### src/verilog/l1_cache_pkg.sv
// ------------------------------
// L1 cache shared definitions
// bus word, lane mask and the
// controller state encoding
// ------------------------------

package l1_cache_pkg;

    // both buses carry 32-bit words and addresses
    localparam int WORD_SIZE = 32;

    localparam int BYTES_PER_WORD = WORD_SIZE / 8; // one byte lane per bit of byte_en_t

    // address bits below the word index
    localparam int BYTE_OFFSET_BITS = 2;

    // one bus word
    typedef logic [WORD_SIZE-1:0] word_t;

    // lane mask, bit n selects bits 8n+7..8n
    typedef logic [BYTES_PER_WORD-1:0] byte_en_t;

    // controller states
    //   IDLE         hits, pass-through and request decode
    //   FETCH        block fill from memory, one extra cycle to mark the frame valid
    //   WB           dirty victim write-back before the fill
    //   FLUSH_SCAN   one cycle per frame of the sweep
    //   FLUSH_FRAME  write-back of one dirty frame during flush
    typedef enum logic [2:0] {
        IDLE,
        FETCH,
        WB,
        FLUSH_SCAN,
        FLUSH_FRAME
    } cache_state_t;

endpackage
### src/verilog/cache_array_if.sv
// ------------------------------
// cache storage port
// lookup, victim info and write
// commands between ctrl and store
// ------------------------------

`timescale 1ns/1ps

interface cache_array_if #(
    parameter int CACHE_SIZE = 1024, // bytes
    parameter int BLOCK_SIZE = 2,    // words per block
    parameter int ASSOC      = 1     // 1 or 2 ways
);
    localparam int N_SETS     = CACHE_SIZE / (BLOCK_SIZE * l1_cache_pkg::BYTES_PER_WORD) / ASSOC;
    localparam int SET_BITS   = $clog2(N_SETS);
    localparam int BLOCK_BITS = $clog2(BLOCK_SIZE);
    localparam int TAG_BITS   = l1_cache_pkg::WORD_SIZE - SET_BITS - BLOCK_BITS
                                - l1_cache_pkg::BYTE_OFFSET_BITS;

    // lookup and frame select
    logic [SET_BITS-1:0]   set;
    logic [TAG_BITS-1:0]   tag;
    logic                  way;  // frame used for read, write and victim info
    logic [BLOCK_BITS-1:0] widx; // word within the block

    // from the store
    logic                  hit;
    logic                  hit_way;
    logic                  victim_way;
    logic                  victim_dirty;
    logic [TAG_BITS-1:0]   victim_tag;
    l1_cache_pkg::word_t   rdata;

    // commands, at most one per cycle
    logic                   wen;
    logic                   wdirty; // processor write, marks the frame dirty
    l1_cache_pkg::word_t    wdata;
    l1_cache_pkg::byte_en_t wbe;
    logic                   fill;   // block complete, set valid and tag
    logic                   clean;
    logic                   touch;

    modport ctrl (
        output set, tag, way, widx, wen, wdirty, wdata, wbe, fill, clean, touch,
        input  hit, hit_way, victim_way, victim_dirty, victim_tag, rdata
    );

    modport store (
        input  set, tag, way, widx, wen, wdirty, wdata, wbe, fill, clean, touch,
        output hit, hit_way, victim_way, victim_dirty, victim_tag, rdata
    );

endinterface

### src/verilog/cache_ctrl.sv
// ------------------------------
// L1 cache controller
// hit/miss FSM, block fetch and
// write-back, pass-through, flush
// ------------------------------

`timescale 1ns/1ps

module cache_ctrl #(
    parameter int                  CACHE_SIZE          = 1024,
    parameter int                  BLOCK_SIZE          = 2,
    parameter int                  ASSOC               = 1,
    parameter l1_cache_pkg::word_t NONCACHE_START_ADDR = 32'h8000_0000
) (
    input  logic                   CLK,
    input  logic                   nRST,
    input  logic                   flush,
    output logic                   flush_done,
    input  logic                   proc_ren,
    input  logic                   proc_wen,
    input  l1_cache_pkg::word_t    proc_addr,
    input  l1_cache_pkg::word_t    proc_wdata,
    input  l1_cache_pkg::byte_en_t proc_byte_en,
    output l1_cache_pkg::word_t    proc_rdata,
    output logic                   proc_busy,
    output logic                   mem_ren,
    output logic                   mem_wen,
    output l1_cache_pkg::word_t    mem_addr,
    output l1_cache_pkg::word_t    mem_wdata,
    input  l1_cache_pkg::word_t    mem_rdata,
    input  logic                   mem_busy,
    cache_array_if.ctrl            array
);
    localparam int N_SETS      = CACHE_SIZE / (BLOCK_SIZE * l1_cache_pkg::BYTES_PER_WORD) / ASSOC;
    localparam int SET_BITS    = $clog2(N_SETS);
    localparam int BLOCK_BITS  = $clog2(BLOCK_SIZE);
    localparam int OFFSET_BITS = BLOCK_BITS + l1_cache_pkg::BYTE_OFFSET_BITS;
    localparam int TAG_BITS    = l1_cache_pkg::WORD_SIZE - SET_BITS - OFFSET_BITS;

    l1_cache_pkg::cache_state_t state, next_state;

    logic [BLOCK_BITS:0]       word_cnt, next_word_cnt; // counts up to BLOCK_SIZE
    logic [TAG_BITS+SET_BITS-1:0] blk_addr, next_blk_addr; // tag and set of the block on the bus
    logic [SET_BITS-1:0]       set_cnt, next_set_cnt;
    logic                      way_cnt, next_way_cnt;

    logic [TAG_BITS-1:0]   addr_tag;
    logic [SET_BITS-1:0]   addr_set;
    logic [BLOCK_BITS-1:0] addr_word;
    logic                  req, pass, finish_word, last_frame;
    logic [SET_BITS-1:0]   step_set;
    logic                  step_way;
    l1_cache_pkg::word_t   lane_mask;

    // processor address fields
    assign addr_tag  = proc_addr[l1_cache_pkg::WORD_SIZE-1 -: TAG_BITS];
    assign addr_set  = proc_addr[OFFSET_BITS +: SET_BITS];
    assign addr_word = proc_addr[l1_cache_pkg::BYTE_OFFSET_BITS +: BLOCK_BITS];

    assign req         = proc_ren || proc_wen;
    assign pass        = (proc_addr >= NONCACHE_START_ADDR);
    assign finish_word = (word_cnt == (BLOCK_BITS+1)'(BLOCK_SIZE));

    // sweep order is way first, then set
    assign step_way   = (ASSOC > 1) ? ~way_cnt : 1'b0;
    assign step_set   = (way_cnt == 1'(ASSOC - 1)) ? set_cnt + 1'b1 : set_cnt;
    assign last_frame = (set_cnt == SET_BITS'(N_SETS - 1)) && (way_cnt == 1'(ASSOC - 1));

    // pass-through lanes, no bits set means whole word
    always_comb begin
        lane_mask = '0;
        for (int b = 0; b < l1_cache_pkg::BYTES_PER_WORD; b++) begin
            if (proc_byte_en[b] || (proc_byte_en == '0)) begin
                lane_mask[8*b +: 8] = 8'hff;
            end
        end
    end

    always_ff @(posedge CLK, negedge nRST) begin
        if (!nRST) begin
            state    <= l1_cache_pkg::IDLE;
            word_cnt <= '0;
            set_cnt  <= '0;
            way_cnt  <= 1'b0;
        end else begin
            state    <= next_state;
            word_cnt <= next_word_cnt;
            set_cnt  <= next_set_cnt;
            way_cnt  <= next_way_cnt;
        end
    end

    always_ff @(posedge CLK) begin
        blk_addr <= next_blk_addr;
    end

    always_comb begin
        next_state    = state;
        next_word_cnt = word_cnt;
        next_blk_addr = blk_addr;
        next_set_cnt  = set_cnt;
        next_way_cnt  = way_cnt;

        proc_busy  = 1'b1;
        proc_rdata = array.rdata;
        mem_ren    = 1'b0;
        mem_wen    = 1'b0;
        mem_addr   = {blk_addr, word_cnt[BLOCK_BITS-1:0], {l1_cache_pkg::BYTE_OFFSET_BITS{1'b0}}};
        mem_wdata  = array.rdata; // write-back word
        flush_done = 1'b0;

        array.set    = addr_set;
        array.tag    = addr_tag;
        array.way    = array.victim_way;
        array.widx   = word_cnt[BLOCK_BITS-1:0];
        array.wen    = 1'b0;
        array.wdirty = 1'b0;
        array.wdata  = mem_rdata; // fill data
        array.wbe    = '1;
        array.fill   = 1'b0;
        array.clean  = 1'b0;
        array.touch  = 1'b0;

        case (state)
            l1_cache_pkg::IDLE: begin
                array.widx = addr_word;
                proc_busy  = req;
                if (req && pass) begin
                    mem_ren    = proc_ren;
                    mem_wen    = proc_wen && !proc_ren; // read wins
                    mem_addr   = proc_addr;
                    mem_wdata  = proc_wdata & lane_mask;
                    proc_rdata = mem_rdata & lane_mask;
                    proc_busy  = mem_busy;
                end else if (req && array.hit) begin
                    array.way   = array.hit_way;
                    array.touch = 1'b1;
                    proc_busy   = 1'b0;
                    if (!proc_ren) begin
                        array.wen    = 1'b1;
                        array.wdirty = 1'b1;
                        array.wdata  = proc_wdata;
                        array.wbe    = proc_byte_en;
                    end
                end else if (req) begin
                    // miss, victim first if dirty
                    if (array.victim_dirty) begin
                        next_blk_addr = {array.victim_tag, addr_set};
                        next_state    = l1_cache_pkg::WB;
                    end else begin
                        next_blk_addr = {addr_tag, addr_set};
                        next_state    = l1_cache_pkg::FETCH;
                    end
                end else if (flush) begin
                    next_state = l1_cache_pkg::FLUSH_SCAN;
                end
            end
            l1_cache_pkg::FETCH: begin
                if (finish_word) begin
                    array.fill    = 1'b1;
                    next_word_cnt = '0;
                    next_state    = l1_cache_pkg::IDLE; // access retires there as a hit
                end else begin
                    mem_ren = 1'b1;
                    if (!mem_busy) begin
                        array.wen     = 1'b1;
                        next_word_cnt = word_cnt + 1'b1;
                    end
                end
            end
            l1_cache_pkg::WB: begin
                if (finish_word) begin
                    array.clean   = 1'b1;
                    next_word_cnt = '0;
                    next_blk_addr = {addr_tag, addr_set};
                    next_state    = l1_cache_pkg::FETCH;
                end else begin
                    mem_wen = 1'b1;
                    if (!mem_busy) begin
                        next_word_cnt = word_cnt + 1'b1;
                    end
                end
            end
            l1_cache_pkg::FLUSH_SCAN: begin
                array.set = set_cnt;
                array.way = way_cnt;
                if (array.victim_dirty) begin
                    next_blk_addr = {array.victim_tag, set_cnt};
                    next_state    = l1_cache_pkg::FLUSH_FRAME;
                end else begin
                    next_set_cnt = step_set;
                    next_way_cnt = step_way;
                    if (last_frame) begin
                        flush_done = 1'b1;
                        next_state = l1_cache_pkg::IDLE;
                    end
                end
            end
            l1_cache_pkg::FLUSH_FRAME: begin
                array.set = set_cnt;
                array.way = way_cnt;
                if (finish_word) begin
                    array.clean   = 1'b1;
                    next_word_cnt = '0;
                    next_set_cnt  = step_set;
                    next_way_cnt  = step_way;
                    if (last_frame) begin
                        flush_done = 1'b1;
                        next_state = l1_cache_pkg::IDLE;
                    end else begin
                        next_state = l1_cache_pkg::FLUSH_SCAN;
                    end
                end else begin
                    mem_wen = 1'b1;
                    if (!mem_busy) begin
                        next_word_cnt = word_cnt + 1'b1;
                    end
                end
            end
            default: next_state = l1_cache_pkg::IDLE;
        endcase
    end

endmodule

### src/flat_wrapper.sv
// flat-port wrapper written by rule: the top's interface ports become plain ports
module cache_ctrl_flat 
#(
    parameter int                  CACHE_SIZE          = 1024,
    parameter int                  BLOCK_SIZE          = 2,
    parameter int                  ASSOC               = 1,
    parameter l1_cache_pkg::word_t NONCACHE_START_ADDR = 32'h8000_0000
)
  (CLK, nRST, flush, flush_done, proc_ren, proc_wen, proc_addr, proc_wdata, proc_byte_en, proc_rdata, proc_busy, mem_ren, mem_wen, mem_addr, mem_wdata, mem_rdata, mem_busy, array_set, array_tag, array_way, array_widx, array_wen, array_wdirty, array_wdata, array_wbe, array_fill, array_clean, array_touch, array_hit, array_hit_way, array_victim_way, array_victim_dirty, array_victim_tag, array_rdata);
  cache_array_if #(.CACHE_SIZE(CACHE_SIZE), .BLOCK_SIZE(BLOCK_SIZE), .ASSOC(ASSOC)) array_i ();
  input  logic CLK;
  input  logic nRST;
  input  logic flush;
  output logic flush_done;
  input  logic proc_ren;
  input  logic proc_wen;
  input  l1_cache_pkg::word_t proc_addr;
  input  l1_cache_pkg::word_t proc_wdata;
  input  l1_cache_pkg::byte_en_t proc_byte_en;
  output l1_cache_pkg::word_t proc_rdata;
  output logic proc_busy;
  output logic mem_ren;
  output logic mem_wen;
  output l1_cache_pkg::word_t mem_addr;
  output l1_cache_pkg::word_t mem_wdata;
  input  l1_cache_pkg::word_t mem_rdata;
  input  logic mem_busy;
  output wire logic [$bits(array_i.set)-1:0] array_set;
  output wire logic [$bits(array_i.tag)-1:0] array_tag;
  output wire logic [$bits(array_i.way)-1:0] array_way;
  output wire logic [$bits(array_i.widx)-1:0] array_widx;
  output wire logic [$bits(array_i.wen)-1:0] array_wen;
  output wire logic [$bits(array_i.wdirty)-1:0] array_wdirty;
  output wire logic [$bits(array_i.wdata)-1:0] array_wdata;
  output wire logic [$bits(array_i.wbe)-1:0] array_wbe;
  output wire logic [$bits(array_i.fill)-1:0] array_fill;
  output wire logic [$bits(array_i.clean)-1:0] array_clean;
  output wire logic [$bits(array_i.touch)-1:0] array_touch;
  input wire logic [$bits(array_i.hit)-1:0] array_hit;
  input wire logic [$bits(array_i.hit_way)-1:0] array_hit_way;
  input wire logic [$bits(array_i.victim_way)-1:0] array_victim_way;
  input wire logic [$bits(array_i.victim_dirty)-1:0] array_victim_dirty;
  input wire logic [$bits(array_i.victim_tag)-1:0] array_victim_tag;
  input wire logic [$bits(array_i.rdata)-1:0] array_rdata;
  assign array_set = array_i.set;
  assign array_tag = array_i.tag;
  assign array_way = array_i.way;
  assign array_widx = array_i.widx;
  assign array_wen = array_i.wen;
  assign array_wdirty = array_i.wdirty;
  assign array_wdata = array_i.wdata;
  assign array_wbe = array_i.wbe;
  assign array_fill = array_i.fill;
  assign array_clean = array_i.clean;
  assign array_touch = array_i.touch;
  assign array_i.hit = array_hit;
  assign array_i.hit_way = array_hit_way;
  assign array_i.victim_way = array_victim_way;
  assign array_i.victim_dirty = array_victim_dirty;
  assign array_i.victim_tag = array_victim_tag;
  assign array_i.rdata = array_rdata;
  cache_ctrl #(.CACHE_SIZE(CACHE_SIZE), .BLOCK_SIZE(BLOCK_SIZE), .ASSOC(ASSOC), .NONCACHE_START_ADDR(NONCACHE_START_ADDR)) u_core (.CLK(CLK), .nRST(nRST), .flush(flush), .flush_done(flush_done), .proc_ren(proc_ren), .proc_wen(proc_wen), .proc_addr(proc_addr), .proc_wdata(proc_wdata), .proc_byte_en(proc_byte_en), .proc_rdata(proc_rdata), .proc_busy(proc_busy), .mem_ren(mem_ren), .mem_wen(mem_wen), .mem_addr(mem_addr), .mem_wdata(mem_wdata), .mem_rdata(mem_rdata), .mem_busy(mem_busy), .array(array_i));
endmodule
### config.mk
export PLATFORM = sky130hd
export DESIGN_NAME = cache_ctrl_flat
export DESIGN_NICKNAME = d
export VERILOG_FILES = /design/src/verilog/l1_cache_pkg.sv /design/src/verilog/cache_array_if.sv /design/src/verilog/cache_ctrl.sv /design/src/flat_wrapper.sv
export SDC_FILE = /design/constraint.sdc
export NUM_CORES = 1
export LEC_CHECK = 0
export ABC_AREA = 1
export BUFFER_PORTS_ARGS = -buffer_cell sky130_fd_sc_hd__buf_2
export CORE_AREA = 2 2 129 131
export CTS_CLUSTER_DIAMETER = 40
export DETAILED_ROUTE_END_ITERATION = 12
export DIE_AREA = 0 0 131 133
export HOLD_SLACK_MARGIN = 0.02
export SLEW_MARGIN = 10
export SYNTH_ARGS = -nofsm -noshare
export SYNTH_HDL_FRONTEND = slang
export SYNTH_SLANG_ARGS = --single-unit
### constraint.sdc
create_clock -name CLK -period 2 [get_ports CLK]
set_clock_uncertainty 0.05 [all_clocks]
set_input_delay 0.2 -clock CLK [delete_from_list [all_inputs] [get_ports CLK]]
set_output_delay 0.2 -clock CLK [all_outputs]
set_load 0.02 [all_outputs]
Word level (Yosys, flattened, before mapping)
Index checks and enable logic that the tools add are counted.
Widths: inputs -> output; s select.
{"block": "word_totals", "output_inout_bits": 172, "register_bits": 42, "wordCells": 125}
{"block": "classes", "muxes": 76, "eq_ne": 17, "n_addsub": 2, "n_reduce_logical": 21, "bitwise": 3, "order_cmp": 1}
{"operator": "$mux 32", "n": 10}
{"operator": "$mux 29", "n": 6}
{"operator": "$pmux 29 s3", "n": 1}
{"operator": "$and 32x32->32", "n": 2}
{"operator": "$ge 32x32->1 const B", "n": 1}
{"operator": "$mux 8", "n": 4}
{"operator": "$mux 7", "n": 4}
{"operator": "$mux 3", "n": 9}
{"operator": "$mux 1", "n": 26}
{"operator": "$mux 4", "n": 4}
{"operator": "$pmux 3 s5", "n": 1}
{"operator": "$pmux 7 s2", "n": 1}
{"operator": "$pmux 1 s2", "n": 6}
{"operator": "$ne 2x1->1 const B", "n": 5}
{"operator": "$mux 2", "n": 4}
{"operator": "$ne 2x2->1 const B", "n": 4}
{"operator": "$add 7x1->7 const B", "n": 1}
{"operator": "$eq 7x7->1 const B", "n": 1}
{"operator": "$reduce_and 7->1", "n": 1}
{"operator": "$eq 3x2->1 const B", "n": 2}
{"operator": "$ne 3x2->1 const B", "n": 2}
{"operator": "$reduce_and 6->1", "n": 1}
{"operator": "$logic_or 1x1->1", "n": 5}
{"operator": "$logic_and 1x1->1", "n": 4}
{"operator": "14 further kinds", "n": 15}

Longest topological paths before layout
{"block": "logic_depth", "depth_word": 6, "depth_mapped": 10, "depth_no_buf": 10}

Least setup slack after synthesis
OpenSTA, ideal clock, no wires.
{"block": "synth_path", "path_type": "flip-flop to flip-flop", "startpoint": "register u_core.state[1]", "endpoint": "register u_core.blk_addr[0], enable pin", "arrival_time_ps": 1719, "n_path_buf": 1, "path_slack_ps": -158, "stages_incl_launch_ff": 9, "setup_ps": 389, "period_less_slack_ps": 2158, "path_cell_list": "dfrtp_1 buf_4 inv_2 nand2_1 nor2_4 nand2_2 nand2_1 nor2_1 and3_1"}
{"block": "synth_via", "elab_chain_cells": 3, "word_cells_on_any_way": 10, "cone_classes": "eq/ne (7); reduce/logical (3)"}
{"element": "start: declaration", "line": "cache_ctrl.sv:40", "rtl": "l1_cache_pkg::cache_state_t state, next_state;"}
{"element": "start signal: assignment", "line": "cache_ctrl.sv:81", "rtl": "state <= l1_cache_pkg::IDLE;"}
{"element": "start signal: assignment", "line": "cache_ctrl.sv:86", "rtl": "state <= next_state;"}
{"element": "$eq 3x2->1 or $logic_not 3->1 (tied branches)", "line": "cache_ctrl.sv:124", "rtl": "case (state)"}
{"element": "$ne 2x1->1 (no source line), or another cell as far along"}
{"element": "$reduce_and 6->1 (no source line) (*)"}
{"element": "end signal: assignment", "line": "cache_ctrl.sv:94", "rtl": "blk_addr <= next_blk_addr;"}
{"element": "end: declaration", "line": "cache_ctrl.sv:43", "rtl": "logic [TAG_BITS+SET_BITS-1:0] blk_addr, next_blk_addr;"}
Every way passes the cells marked *; elsewhere a longest branch is shown, timed or not.
A chain may end at the register's enable or synchronous reset.

Final worst setup path
{"block": "layout_path", "startpoint": "register u_core.state[1]", "endpoint": "output proc_rdata[11]"}
{"block": "layout_via", "elab_chain_cells": 2}
{"element": "$logic_not 3->1", "line": "cache_ctrl.sv:124"}
{"element": "$mux 32", "line": "cache_ctrl.sv:124"}
{"element": "end: declaration", "line": "flat_wrapper.sv:20", "rtl": "output l1_cache_pkg::word_t proc_rdata;"}
Every way passes these cells.

==> results.md <==
| Group | Metric | Reported |
|---|---|---|
| grt | Overflow after GRT | 0 |
| logic synthesis | Main synth FF type | sky130_fd_sc_hd__edfxtp_1 |
| layout | Synthesis-to-finish area growth | 104% |
| logic synthesis | Gate count of the mapped netlist | 596 |
| floorplanning | Floorplan core area | 0.0162 mm2 |
| logic synthesis | Async set-or-reset flop fraction in the synthesized netlist | 0.293 |
| clocking | Root buffer selected by CTS | sky130_fd_sc_hd__clkbuf_16 |
| worst hold path | WHS Endpoint | u_core.blk_addr[11] |
| timing | Tightest slew margin relative to the limit | 0.705 |
| timing | Final setup viols | 109 |
| logic synthesis | Avg Synthesized Cell Area | 6.66 um2 |
| grt | Initial antenna violation count | 3 |
| floorplanning | Row Count | 47 |
| pwr | Sw Pwr | 4.72 mW |
| grt | Overall track demand over capacity in global routing | 0.213 |
| pwr | Comb power frac | 0.749 |
| detailed routing | ANT nets after route | 0 |
| worst hold path | Beginning of the worst hold path | array_victim_tag[4] |
| detailed routing | Remaining DRCs | 0 |
| clocking | Clock sinks | 41 |
| detailed routing | Mean number of vias per cell | 4.92 |
| placement | Port Buf Inserts | 335 |
| clocking | Clock transition at the register clock pins on the worst setup and hold paths after CTS | 0.07 ns |
| timing | Max-slew violation count | 0 |
| placement | Total half-perimeter wirelength after legalization and detailed placement | 13900 um |
| setup path | Arrival @ worst endpoint | 1.89 ns |
| logic synthesis | Syn. warnings | 0 |
| placement | Area post-placement | 0.00579 mm2 |
| floorplanning | Starting density of the core | 0.245 |
| worst hold path | Path type of the worst min-delay path | primary input to flip-flop |
| pwr | Tot Pwr | 10.0 mW |
| setup path | Nature of the critical path endpoint | output pin |
| grt | Global-route wire length before repair | 28800 um |
| detailed routing | Initial DRC Count | 317 |
| setup path | Cells along the critical path | buf_6 > inv_4 > nand2_4 > nor2_4 > nand2_8 > clkinv_8 > buf_12 > nand2_8 > o22ai_2 > buf_6 |
| clocking | CTS H-tree depth | 2 |
| logic synthesis | Number of synthesized flops with an enable pin | 29 |
| timing | Final Critical Period | 2.14 ns |
| timing | Part of the cycle the worst path needs | 1.07 |
| setup path | Worst R2R End | u_core.blk_addr[27] |
| timing | Transition time at the pin with the least slew margin | 0.438 ns |
| setup path | Critical register-to-register path startpoint | u_core.state[1] |
| layout | Layout Cell Area excl Fill | 0.00808 mm2 |
| logic synthesis | Number of library cell types mapped by synthesis | 35 |
| placement | Worst Setup Slack post-DPL | -0.0815 ns |
| grt | Pin count of the biggest net entering global routing | 36 |
| setup path | Classification of the worst setup path | flip-flop to output pin |
| logic synthesis | Sequential cell area fraction in the yosys report | 0.295 |
| setup path | Number of cells traversed by the worst register-to-register path | 10 |
| layout | Number of fillers in the final layout | 1478 |
| layout | NumNets Final | 1120 |
| detailed routing | Via count | 5803 |
| timing | Setup repair after global routing missed its margin | yes |
| logic synthesis | Post-Synthesis Cell Area | 0.00397 mm2 |
| setup path | Critical path launch point type | flip-flop |
| floorplanning | Die outline height | 133 um |
| clocking | Num CTS Buffers | 5 |
| worst hold path | Worst Hold Path Cells | 2 |
| pwr | Switching share of power | 0.472 |
| timing | Setup TNS after final layout | -7.62 ns |
| clocking | Clk buf depth | 2 |
| setup path | Flop-to-flop setup slack | 0.03 ns |
| floorplanning | Die W | 131 um |
| setup path | Worst endpoint required time | 1.75 ns |
| layout | Post-layout utilization of the core | 0.500 |
| clocking | Clock tree from TritonCTS | built |
| detailed routing | Post-Route WL | 22100 um |
| run | Count of maximum capacitance violations | 0 |
| floorplanning | Total Die Area | 0.0174 mm2 |
| pwr | Leakage dissipation | 4.08 nW |
| grt | Vias in the first global route | 5240 |
| timing | Number of hold-slack violations in the final timing report | 0 |
| setup path | Cell type of the slowest stage on the worst timing path | sky130_fd_sc_hd__dfrtp_1 |
| timing | Top achievable clock speed | 467 MHz |
| pwr | Pwr per Cell Area | 1240 mW/mm2 |
| logic synthesis | Net count after synthesis | 761 |
| outcome | Run status | complete, but fails checks |
| layout | Proportion of layout cells with a drive suffix above 1 | 0.589 |
| layout | Count of placed standard cells in the final layout, fillers left out | 1179 |
| timing | Worst setup slack after layout | -0.140 ns |
| detailed routing | Routed wire per std cell | 18.7 um |
| pwr | Peak supply drop | 900 uV |
| pwr | Design internal power | 5.29 mW |
| pwr | Fraction of power consumed by the clock network | 0.079 |
| setup path | Critical Path Fanout Max | 8 |
| outcome | Failing checks | negative setup slack |
| placement | Number of cells in the design after placement | 1119 |
| floorplanning | Top Ports | 336 |
| detailed routing | Detailed Routing Iterations Pass 1 | 7 |
| logic synthesis | Synth Register Bits | 41 |
| timing | Worst hold slack after final layout | 0.159 ns |
| setup path | Slowest cell delay on critical path | 0.41 ns |
| placement | Routability Congestion | 0.954 |
| pwr | Relative contribution of sequential cells to total power | 0.171 |
| clocking | Clock latency on the worst-skew pair | 0.29 ns |
[worst max-delay path: cells and delay by family (launching register included)]
family / cells / cell delay [ns]
AOI/OAI and AO/OA: 1 / 0.16
and+or+nand+nor: 4 / 0.43
buffers and inverters: 5 / 0.60
DFF: 1 / 0.41
[worst max path at each step]
stage / start / end / depth (start not counted)
after CTS: u_core.state[1] / array_wdata[3] / 10
after floorplan: u_core.state[1] / u_core.blk_addr[0] / 8
after global routing: u_core.state[1] / array_wdata[22] / 9
after global placement: u_core.state[1] / array_wdata[28] / 8
final: u_core.state[1] / proc_rdata[11] / 10
after detailed placement: u_core.state[1] / array_wdata[28] / 8
[layout make-up]
cell class | instances | area (um2) | share of cell area
sequential | 41 | 1170 | 0.145
clock inverter | 3 | 16.3 | 0.00201
antenna | 3 | 7.51 | 0.000929
inverter | 97 | 382 | 0.0472
timing repair buffer | 402 | 3250 | 0.402
clock buffer | 5 | 125 | 0.0155
multi-input combinational | 406 | 2820 | 0.349
tap | 220 | 275 | 0.0341
timing repair inverter | 2 | 27.5 | 0.00341
[power by group through the flow]
stage,sequential [mW],clock [mW],combinational (mW)
floorplan,1.63,0,3.28
global placement,1.69,0,4.97
detailed placement,1.71,0,4.98
CTS,1.70,0.816,6.32
global route,1.76,0.851,7.94
finish,1.71,0.795,7.50
[cells in the final DEF, fill, tap and decap left out, types with 6 or more instances in the layout]
master                      synthesis  routed
sky130_fd_sc_hd__buf_2             12     218
sky130_fd_sc_hd__nand2_1          165     127
sky130_fd_sc_hd__buf_6              4      96
sky130_fd_sc_hd__inv_1             93      93
sky130_fd_sc_hd__buf_4             32      57
sky130_fd_sc_hd__o21ai_1           25      37
sky130_fd_sc_hd__edfxtp_1          29      29
sky130_fd_sc_hd__o21ai_2            1      28
sky130_fd_sc_hd__nand3_1           37      28
sky130_fd_sc_hd__o21ai_0           72      26
sky130_fd_sc_hd__nand2_2            6      24
sky130_fd_sc_hd__o22ai_2            0      19
sky130_fd_sc_hd__nand2_4            0      17
sky130_fd_sc_hd__mux2_2            16      13
sky130_fd_sc_hd__buf_12             0      13
sky130_fd_sc_hd__nor2_1            14      11
sky130_fd_sc_hd__clkbuf_16          0      10
sky130_fd_sc_hd__dfrtp_1           12      10
sky130_fd_sc_hd__o22ai_4            0       8
sky130_fd_sc_hd__nand3_2            0       7
sky130_fd_sc_hd__o21ai_4            0       7
sky130_fd_sc_hd__nor2_2             4       6
sky130_fd_sc_hd__buf_16             0       6
sky130_fd_sc_hd__buf_8              0       6
[sequential cells by signal (all words and copies together), names as in the netlist]
register	flops
u_core.blk_addr	29
u_core.set_cnt	7
u_core.state	3
u_core.word_cnt	2
[cells in the mapped netlist, types with 5 or more instances]
library cell               instances  area share
sky130_fd_sc_hd__o22ai_1          32       0.050
sky130_fd_sc_hd__mux2_1            5       0.014
sky130_fd_sc_hd__o21ai_0          72       0.091
sky130_fd_sc_hd__nand2_1         165        0.16
sky130_fd_sc_hd__o21ai_1          25       0.032
sky130_fd_sc_hd__xor2_1            5       0.011
sky130_fd_sc_hd__nor2_1           14       0.013
sky130_fd_sc_hd__edfxtp_1         29        0.22
sky130_fd_sc_hd__buf_4            32       0.061
sky130_fd_sc_hd__inv_1            93       0.088
sky130_fd_sc_hd__buf_2            12       0.015
sky130_fd_sc_hd__nand3_1          37       0.047
sky130_fd_sc_hd__dfrtp_1          12       0.076
sky130_fd_sc_hd__mux2_2           16       0.045
sky130_fd_sc_hd__nand2_2           6      0.0095
[metal layers]
layer,wire [um],vias to the layer above,share of wire,track usage
met3,1950,69,0.088,0.0493
met2,10800,367,0.49,0.353
met1,8340,2699,0.38,0.263
met4,956,0,0.043,0.0881
met5,0,-,0,0
li1,-,2668,-,-
[cells by family after synthesis]
logic type / count (synthesis) / synth area share
XOR/XNOR: 6 / 0.0132
buffers and inverters: 149 / 0.183
AND/OR/NAND/NOR: 241 / 0.259
multiplexers: 21 / 0.0596
AO/OA/AOI/OAI: 137 / 0.187
flip-flops: 41 / 0.295
adder cells (fa/ha/maj): 1 / 0.00315
[what timing repair did]
item | 4_1_cts | 5_1_grt
hold buffers | 1 | 0
pin swaps | 4 | 21
buffers inserted | 27 | 9
setup endpoints to repair | 132 | 170
cloned | 14 | 7
hold endpoints to repair | 12 | 0
resized for setup | 180 | 289
Note: power is estimated with default switching activity, not from simulation.
